### config.mk
export PLATFORM = sky130hd
export DESIGN_NAME = tge_eth
export DESIGN_NICKNAME = d
export VERILOG_FILES = /design/src/hdl/tge_pkg.sv /design/src/hdl/tge_activity.sv /design/src/hdl/tge_eth.sv /design/src/hdl/tge_rx.sv /design/src/hdl/tge_tx.sv
export VERILOG_INCLUDE_DIRS = /design/src /design/src/hdl
export SDC_FILE = /design/constraint.sdc
export NUM_CORES = 2
export LEC_CHECK = 0
export BUFFER_PORTS_ARGS = -buffer_cell sky130_fd_sc_hd__buf_2
export CAP_MARGIN = 20
export CORE_MARGIN = 5
export CORE_UTILIZATION = 35
export CTS_CLUSTER_DIAMETER = 60
export DETAILED_ROUTE_END_ITERATION = 7
export PLACE_DENSITY = 0.56
export SLEW_MARGIN = 40
export SYNTH_ARGS = -nofsm -noshare
export SYNTH_HDL_FRONTEND = slang
export SYNTH_MEMORY_MAX_BITS = 65536
export SYNTH_SLANG_ARGS = --single-unit
export TNS_END_PERCENT = 5
### constraint.sdc
create_clock -name clk -period 16.45 [get_ports clk]
set_input_delay 0 -clock clk [delete_from_list [all_inputs] [get_ports clk]]
set_output_delay 0 -clock clk [all_outputs]
set_load 0.01 [all_outputs]
### src/hdl/tge_config.svh
`ifndef TGE_CONFIG_SVH
`define TGE_CONFIG_SVH

// Transmit FIFO address width, 32 words by default
`define TGE_TX_FIFO_AW 5

// Almost-full once free space drops to this many words
`define TGE_TX_AFULL_MARGIN 4

// Stretch counter width, LED lit for 2**(bits-1) cycles
`define TGE_LED_BITS 4

`endif

### src/hdl/tge_pkg.sv
package tge_pkg;

  // Payload and header word
  typedef logic [63:0] tge_word_t;

  // IPv4 address
  typedef logic [31:0] tge_ip_t;

  // UDP port
  typedef logic [15:0] tge_port_t;

  // Payload length in words, carried in header word 1
  typedef logic [15:0] tge_count_t;

  typedef enum logic [1:0] {
    tx_idle,
    tx_head0,
    tx_head1,
    tx_payload
  } tge_tx_state_t;

  typedef enum logic [1:0] {
    rx_head0,
    rx_head1,
    rx_deliver,
    rx_discard
  } tge_rx_state_t;

endpackage

### src/hdl/tge_activity.sv
`timescale 1ns/10ps
`include "tge_config.svh"

module tge_activity (
  input  logic clk,
  input  logic mac_resetRR,
  input  logic tx_frame_start,
  input  logic rx_frame_good,
  input  logic link_up,
  output logic led_up,
  output logic led_rx,
  output logic led_tx
);

  localparam int LB = `TGE_LED_BITS;

  // Index 0 is link down, 1 is rx, 2 is tx
  logic [LB-1:0] stretch [3];
  logic [2:0]    trig;
  logic          link_seen;

  assign trig = {tx_frame_start, rx_frame_good, !link_up};

  always_ff @(posedge clk) begin
    if (mac_resetRR) begin
      for (int i = 0; i < 3; i++) begin
        stretch[i] <= '0;
      end
      link_seen <= 1'b0;
    end else begin
      link_seen <= link_up;
      for (int i = 0; i < 3; i++) begin
        if (trig[i]) begin
          stretch[i] <= '1;
        end else if (stretch[i][LB-1]) begin
          stretch[i] <= stretch[i] - 1'b1;
        end
      end
    end
  end

  // Up only once link has been seen and the down stretch has run out
  assign led_up = link_seen && !stretch[0][LB-1];
  assign led_rx = stretch[1][LB-1];
  assign led_tx = stretch[2][LB-1];

endmodule

### src/hdl/tge_eth.sv
`timescale 1ns/10ps

module tge_eth import tge_pkg::*; (
  input  logic      clk,
  input  logic      mac_resetRR,
  input  logic      local_enable,
  input  tge_ip_t   local_ip,
  input  tge_port_t local_port,
  input  logic      tx_valid,
  input  logic      tx_end_of_frame,
  input  tge_word_t tx_data,
  input  tge_ip_t   tx_dest_ip,
  input  tge_port_t tx_dest_port,
  output logic      tx_overflow,
  output logic      tx_afull,
  output logic      mac_tx_valid,
  output tge_word_t mac_tx_data,
  output logic      mac_tx_last,
  input  logic      mac_tx_ready,
  input  logic      mac_rx_valid,
  input  tge_word_t mac_rx_data,
  input  logic      mac_rx_last,
  input  logic      mac_rx_bad,
  output logic      rx_valid,
  output logic      rx_end_of_frame,
  output tge_word_t rx_data,
  output tge_ip_t   rx_source_ip,
  output tge_port_t rx_source_port,
  output logic      rx_bad_frame,
  input  logic      link_up,
  output logic      led_up,
  output logic      led_rx,
  output logic      led_tx
);

  logic tx_frame_start;
  logic rx_frame_good;

  tge_tx tge_tx_inst (
    .clk             (clk),
    .mac_resetRR     (mac_resetRR),
    .local_enable    (local_enable),
    .local_ip        (local_ip),
    .local_port      (local_port),
    .tx_valid        (tx_valid),
    .tx_end_of_frame (tx_end_of_frame),
    .tx_data         (tx_data),
    .tx_dest_ip      (tx_dest_ip),
    .tx_dest_port    (tx_dest_port),
    .tx_overflow     (tx_overflow),
    .tx_afull        (tx_afull),
    .mac_tx_valid    (mac_tx_valid),
    .mac_tx_data     (mac_tx_data),
    .mac_tx_last     (mac_tx_last),
    .mac_tx_ready    (mac_tx_ready),
    .tx_frame_start  (tx_frame_start)
  );

  tge_rx tge_rx_inst (
    .clk             (clk),
    .mac_resetRR     (mac_resetRR),
    .local_enable    (local_enable),
    .local_ip        (local_ip),
    .local_port      (local_port),
    .mac_rx_valid    (mac_rx_valid),
    .mac_rx_data     (mac_rx_data),
    .mac_rx_last     (mac_rx_last),
    .mac_rx_bad      (mac_rx_bad),
    .rx_valid        (rx_valid),
    .rx_end_of_frame (rx_end_of_frame),
    .rx_data         (rx_data),
    .rx_source_ip    (rx_source_ip),
    .rx_source_port  (rx_source_port),
    .rx_bad_frame    (rx_bad_frame),
    .rx_frame_good   (rx_frame_good)
  );

  tge_activity tge_activity_inst (
    .clk            (clk),
    .mac_resetRR    (mac_resetRR),
    .tx_frame_start (tx_frame_start),
    .rx_frame_good  (rx_frame_good),
    .link_up        (link_up),
    .led_up         (led_up),
    .led_rx         (led_rx),
    .led_tx         (led_tx)
  );

endmodule

### src/hdl/tge_rx.sv
`timescale 1ns/10ps

module tge_rx import tge_pkg::*; (
  input  logic      clk,
  input  logic      mac_resetRR,
  input  logic      local_enable,
  input  tge_ip_t   local_ip,
  input  tge_port_t local_port,
  input  logic      mac_rx_valid,
  input  tge_word_t mac_rx_data,
  input  logic      mac_rx_last,
  input  logic      mac_rx_bad,
  output logic      rx_valid,
  output logic      rx_end_of_frame,
  output tge_word_t rx_data,
  output tge_ip_t   rx_source_ip,
  output tge_port_t rx_source_port,
  output logic      rx_bad_frame,
  output logic      rx_frame_good
);

  tge_rx_state_t state;
  tge_ip_t       hdr_src_ip;
  tge_ip_t       hdr_dst_ip;
  logic          match;
  logic          beat_out;

  // Header word 1 is on the bus when this is evaluated
  assign match = local_enable && hdr_dst_ip == local_ip &&
                 mac_rx_data[47:32] == local_port;

  assign beat_out = state == rx_deliver && mac_rx_valid;

  always_ff @(posedge clk) begin
    if (mac_resetRR) begin
      state <= rx_head0;
    end else if (mac_rx_valid) begin
      case (state)
        rx_head0: begin
          if (!mac_rx_last) begin
            state <= rx_head1;
          end
        end
        rx_head1: begin
          if (mac_rx_last) begin
            state <= rx_head0;
          end else if (match) begin
            state <= rx_deliver;
          end else begin
            state <= rx_discard;
          end
        end
        default: begin
          if (mac_rx_last) begin
            state <= rx_head0;
          end
        end
      endcase
    end
  end

  always_ff @(posedge clk) begin
    if (mac_resetRR) begin
      rx_valid        <= 1'b0;
      rx_end_of_frame <= 1'b0;
      rx_bad_frame    <= 1'b0;
      rx_frame_good   <= 1'b0;
    end else begin
      rx_valid        <= beat_out;
      rx_end_of_frame <= beat_out && mac_rx_last;
      rx_bad_frame    <= beat_out && mac_rx_last && mac_rx_bad;
      rx_frame_good   <= beat_out && mac_rx_last && !mac_rx_bad;
    end
  end

  always_ff @(posedge clk) begin
    if (state == rx_head0 && mac_rx_valid) begin
      hdr_src_ip <= mac_rx_data[63:32];
      hdr_dst_ip <= mac_rx_data[31:0];
    end
    // Source only updates on acceptance, so it stays put across the frame
    if (state == rx_head1 && mac_rx_valid && match) begin
      rx_source_ip   <= hdr_src_ip;
      rx_source_port <= mac_rx_data[63:48];
    end
    if (beat_out) begin
      rx_data <= mac_rx_data;
    end
  end

endmodule

### src/hdl/tge_tx.sv
`timescale 1ns/10ps
`include "tge_config.svh"

module tge_tx import tge_pkg::*; (
  input  logic       clk,
  input  logic       mac_resetRR,
  input  logic       local_enable,
  input  tge_ip_t    local_ip,
  input  tge_port_t  local_port,
  input  logic       tx_valid,
  input  logic       tx_end_of_frame,
  input  tge_word_t  tx_data,
  input  tge_ip_t    tx_dest_ip,
  input  tge_port_t  tx_dest_port,
  output logic       tx_overflow,
  output logic       tx_afull,
  output logic       mac_tx_valid,
  output tge_word_t  mac_tx_data,
  output logic       mac_tx_last,
  input  logic       mac_tx_ready,
  output logic       tx_frame_start
);

  localparam int AW    = `TGE_TX_FIFO_AW;
  localparam int DEPTH = 1 << AW;

  typedef logic [AW:0] ptr_t;

  tge_word_t     mem [DEPTH];
  // Committed frame queue, never fuller than the word FIFO
  tge_ip_t       q_ip [DEPTH];
  tge_port_t     q_port [DEPTH];
  tge_count_t    q_count [DEPTH];

  ptr_t          wr_ptr;
  ptr_t          commit_ptr;
  ptr_t          rd_ptr;
  ptr_t          q_wr;
  ptr_t          q_rd;
  ptr_t          used;
  ptr_t          frame_len;
  logic          accept;
  logic          ovf_now;
  logic          wr_en;
  logic          commit;
  logic          dropping;
  logic          q_empty;
  tge_tx_state_t state;
  tge_ip_t       hdr_ip;
  tge_port_t     hdr_port;
  tge_count_t    hdr_count;

  assign used      = wr_ptr - rd_ptr;
  assign accept    = local_enable && tx_valid;
  assign ovf_now   = accept && used[AW];
  assign wr_en     = accept && !used[AW] && !dropping;
  assign commit    = wr_en && tx_end_of_frame;
  assign frame_len = wr_ptr - commit_ptr + 1'b1;
  assign q_empty   = q_wr == q_rd;
  assign tx_afull  = used >= ptr_t'(DEPTH - `TGE_TX_AFULL_MARGIN);

  always_ff @(posedge clk) begin
    if (mac_resetRR) begin
      wr_ptr      <= '0;
      commit_ptr  <= '0;
      q_wr        <= '0;
      dropping    <= 1'b0;
      tx_overflow <= 1'b0;
    end else begin
      tx_overflow <= ovf_now;
      if (commit) begin
        wr_ptr     <= wr_ptr + 1'b1;
        commit_ptr <= wr_ptr + 1'b1;
        q_wr       <= q_wr + 1'b1;
      end else if (accept && tx_end_of_frame) begin
        // Overflowed frame, roll back to its first word
        wr_ptr   <= commit_ptr;
        dropping <= 1'b0;
      end else begin
        if (wr_en) begin
          wr_ptr <= wr_ptr + 1'b1;
        end
        if (ovf_now) begin
          dropping <= 1'b1;
        end
      end
    end
  end

  always_ff @(posedge clk) begin
    if (wr_en) begin
      mem[wr_ptr[AW-1:0]] <= tx_data;
    end
    if (commit) begin
      q_ip[q_wr[AW-1:0]]    <= tx_dest_ip;
      q_port[q_wr[AW-1:0]]  <= tx_dest_port;
      q_count[q_wr[AW-1:0]] <= tge_count_t'(frame_len);
    end
  end

  always_ff @(posedge clk) begin
    if (mac_resetRR) begin
      state  <= tx_idle;
      rd_ptr <= '0;
      q_rd   <= '0;
    end else begin
      case (state)
        tx_idle: begin
          if (!q_empty) begin
            q_rd  <= q_rd + 1'b1;
            state <= tx_head0;
          end
        end
        tx_head0: begin
          if (mac_tx_ready) begin
            state <= tx_head1;
          end
        end
        tx_head1: begin
          if (mac_tx_ready) begin
            state <= tx_payload;
          end
        end
        default: begin
          if (mac_tx_ready) begin
            rd_ptr <= rd_ptr + 1'b1;
            if (mac_tx_last) begin
              state <= tx_idle;
            end
          end
        end
      endcase
    end
  end

  // hdr_count doubles as the remaining word count once payload starts
  always_ff @(posedge clk) begin
    if (state == tx_idle && !q_empty) begin
      hdr_ip    <= q_ip[q_rd[AW-1:0]];
      hdr_port  <= q_port[q_rd[AW-1:0]];
      hdr_count <= q_count[q_rd[AW-1:0]];
    end else if (state == tx_payload && mac_tx_ready) begin
      hdr_count <= hdr_count - 1'b1;
    end
  end

  assign mac_tx_valid   = state != tx_idle;
  assign mac_tx_last    = state == tx_payload && hdr_count == tge_count_t'(1);
  assign tx_frame_start = state == tx_head0 && mac_tx_ready;

  always_comb begin
    case (state)
      tx_head0:   mac_tx_data = {local_ip, hdr_ip};
      tx_head1:   mac_tx_data = {local_port, hdr_port, 16'h0000, hdr_count};
      tx_payload: mac_tx_data = mem[rd_ptr[AW-1:0]];
      default:    mac_tx_data = '0;
    endcase
  end

endmodule

==> impl_metrics.ini <==
[status]
status = finished clean

[yosys]
synthDominantCellAreaShare_pct = 77.9
synthDistinctLibCells = 59
mappedNetlistArea_um2 = 155000
synth.top_cells.by_area = edfxtp_1 78%, mux4_2 16%, mux2i_1 0.79%, dfxtp_1 0.66%, clkbuf_1 0.41%
post_synth.cell_area_avg_um2 = 23.5
synthFlopType = edfxtp_1
netlist_instances = 6612
ys_seq_area_share_pct = 78.5
synth.net_count = 6881
ys_ff_latch = 4079
synth_edf_count = 4028
synth_top_cell_by_area = edfxtp_1
synthArstFlopShare_pct = 0
synth-warning-count = 0

[power_and_ir_drop]
p_total_mw = 23.5
total_leakage_power_nw = 56.4
netSwitchingFraction_pct = 23.3
power.switching_mw = 5.48
power.density_nw_per_um2 = 128
power.share.combinational_pct = 9.3
pwr-share-seq_pct = 50.3
vdd.ir_drop.worst_mv = 0.0883
clkPwrFrac_pct = 40.4
internal_power_mw = 18.1

[cts]
cts_buffers = 422
cts_setup_buffers = 0
cts.htree.levels = 5
tritoncts_clock_tree = built
cts_hold_repair.buffers = 274
cts.path.max_buffers = 4
cts_root_buf = clkbuf_16
post_cts.resized_instances = 0
source_to_sink_clock_delay_at_the_later_pin_of_the_worst_skew_pair_ps = 1010
cts.reportedPaths.clkPinSlew_ps = 60
clkSinkCount = 4079

[detailed_routing]
dr_total_vias = 76800
antenna_violating_nets_left = 0
detail_route.vias_per_cell = 5.51
drt_pre_antenna_iters = 7
wl_per_cell_um = 32.6
dr.first_iter.drc_count = 8067
drc = 0
wl_mm = 455

[timing]
slew_headroom_pct = 37.7
report.final.hold_viol_count = 0
final_period_minus_worst_setup_slack_ps = 5830
layout_setup_ws_ps = 10620
pins_over_slew_limit = 0
fin_worst_hold_slack_ps = 81.2
tightestPinTransition_ps = 931
worst_clock_skew_ps = 102
rsz0062_at_grt = no
setup_viol = 0
setup_total_negative_slack_ps = 0
post-route-period-util_pct = 35.4
fmaxAchievable_mhz = 172

[worst_hold_path]
timing.hold.worst_path_depth = 2
min_path_type = primary input to flip-flop
hold_ep = tge_tx_inst.mem[16][19]
timing.hold.worst.start = tx_data[19]

[die]
ioPinCount = 420
rows = 244
die_w_um = 676
coreArea_um2 = 442000
die_h_um = 676
start_util_pct = 35.2
floorplan.die_area_um2 = 457000

[placement]
dpl_worst_slack_ps = 10920
placedInstanceArea_um2 = 166000
placement.io_buffers = 419
gpl.final_weighted_congestion = 0.829
place.detailed.hpwl_mm = 255
dp_cells = 12800

[critical_path]
worstReg2RegEnd = tge_tx_inst.q_ip[8][22]
crit_arrival_ps = 5830
ff2ff_path_depth = 9
setup.reg_to_reg.worst_slack_ps = 11640
crit_path_start_kind = flip-flop
cp.required_ps = 16450
critical_path.reg2reg.startpoint = tge_tx_inst.wr_ptr[3]
cp_max_fo = 77
worst_setup_path_end_kind = output port
timing_worst_setup_path_type = flip-flop to output port

[grt]
grt_pass1_vias = 78100
grt_usage_pct = 19.5
antenna_violations_before_repair = 75
maximum_number_of_pins_on_one_net_before_global_route_repair = 134
globalRoute.totalOverflow = 0
first_pass_grt_wire_length_mm = 628

[cells_and_area]
fillCellCount = 38100
stdcell_area_um2 = 183000
numnets_final = 7881
syn_to_layout_area_delta_pct = 18.1
number_of_cells_in_the_finished_layout_apart_from_fillers = 13900
multi_input_gate_area_in_the_final_layout_um2 = 32400
final_cell_utilization_of_the_core_pct = 41.5
layout.cells.most_common_list = 4028 x edfxtp_1, 1073 x mux4_2, 427 x clkbuf_16
final_layout_size_suffix_gt1_share_pct = 31.6
mostFrequentLayoutCell = edfxtp_1
sequential_cell_area_um2 = 122000

[flow_run]
drv_cap = 0
per-layer routing:
metal	wire, um	up-vias	GRT usage, %
met5	181	-	0
met4	19000	32	6.97
met3	30300	717	2.95
met2	225000	3258	32.6
met1	180000	42300	26.0
li1	-	30400	-
sequential cells by signal, summed over array words and instances (netlist names), 16 cells and up, named ones only:
register	flops
tge_tx_inst.mem	2048
tge_tx_inst.q_ip	1024
tge_tx_inst.q_port	512
tge_tx_inst.q_count	192
tge_rx_inst.rx_data	64
tge_rx_inst.hdr_dst_ip	32
tge_rx_inst.hdr_src_ip	32
tge_rx_inst.rx_source_ip	32
tge_tx_inst.hdr_ip	32
tge_rx_inst.rx_source_port	16
tge_tx_inst.hdr_count	16
tge_tx_inst.hdr_port	16
worst max-delay path by stage:
stage | start | to | slack (ps) | cells past startpoint
after floorplan | tge_tx_inst.wr_ptr[0] | tge_tx_inst.q_count[2][0] | 8740 | 8
after global placement | flip-flop | mac_tx_data[41] | 10760 | 9
after detailed placement | tge_tx_inst.wr_ptr[0] | tge_tx_inst.q_port[9][14] | 10920 | 9
after CTS | flip-flop | mac_tx_data[36] | 10440 | 12
after global routing | flip-flop | mac_tx_data[36] | 10300 | 12
final | flip-flop | mac_tx_data[36] | 10620 | 12
cells by family after synthesis:
| group | Yosys count | synth area share (%) |
|---|---|---|
| simple gates | 409 | 1.28 |
| mux | 1249 | 16.7 |
| buf+inv | 381 | 1.03 |
| flops | 4079 | 78.5 |
| fa+ha+maj | 35 | 0.292 |
| xor+xnor | 86 | 0.485 |
| compound gates | 373 | 1.63 |
cell usage after synthesis, types with 7 or more instances:
cell and number:
a21o_1 7, a221o_1 9, inv_1 42, a211o_1 30
nand3_1 25, dfxtp_1 51, a22oi_1 58, buf_4 9
xnor2_1 46, mux2i_1 122, edfxtp_1 4028, nand4_1 10
nor2b_1 17, mux4_2 1073, o221ai_1 14, nand2b_1 10
buf_2 110, o21ai_0 30, buf_1 50, and3_1 35
ha_1 33, nand2_1 120, o22ai_1 79, a21oi_1 82
a211oi_1 18, mux2_2 54, or3_1 11, nor2_1 103
nor3_1 24, clkbuf_1 169, xor2_1 40, nor4_1 25
a311o_1 8
worst max-delay path, stage by stage (launching register included):
cell,delay (ps)
dfxtp_4,820
buf_4,770
buf_12,380
buf_16,400
buf_4,480
buf_12,280
mux4_2,530
mux2i_1,140
nand2_1,80
nand2_1,110
a31o_2,90
o21ai_0,230
buf_2,260
power by group through the flow:
| stage | registers, mW | clock network [mW] | logic, mW |
|---|---|---|---|
| global placement | 12.1 | 0 | 2.08 |
| CTS | 11.8 | 9.69 | 2.23 |
| global route | 11.8 | 10.1 | 2.33 |
| detailed placement | 12.1 | 0 | 2.16 |
| floorplan | 11.9 | 0 | 1.32 |
| finish | 11.8 | 9.52 | 2.19 |
layout make-up:
type                            instances  share of cell area, %
Multi-Input combinational cell       2152                   17.7
Timing Repair Buffer                  914                   4.00
Inverter                               43                 0.0949
Antenna cell                           66                 0.0901
Tap cell                             5904                   4.03
Clock inverter                        257                   1.48
Clock buffer                          529                   6.08
Sequential cell                      4079                   66.6
Power figures use the tool's default switching activity.
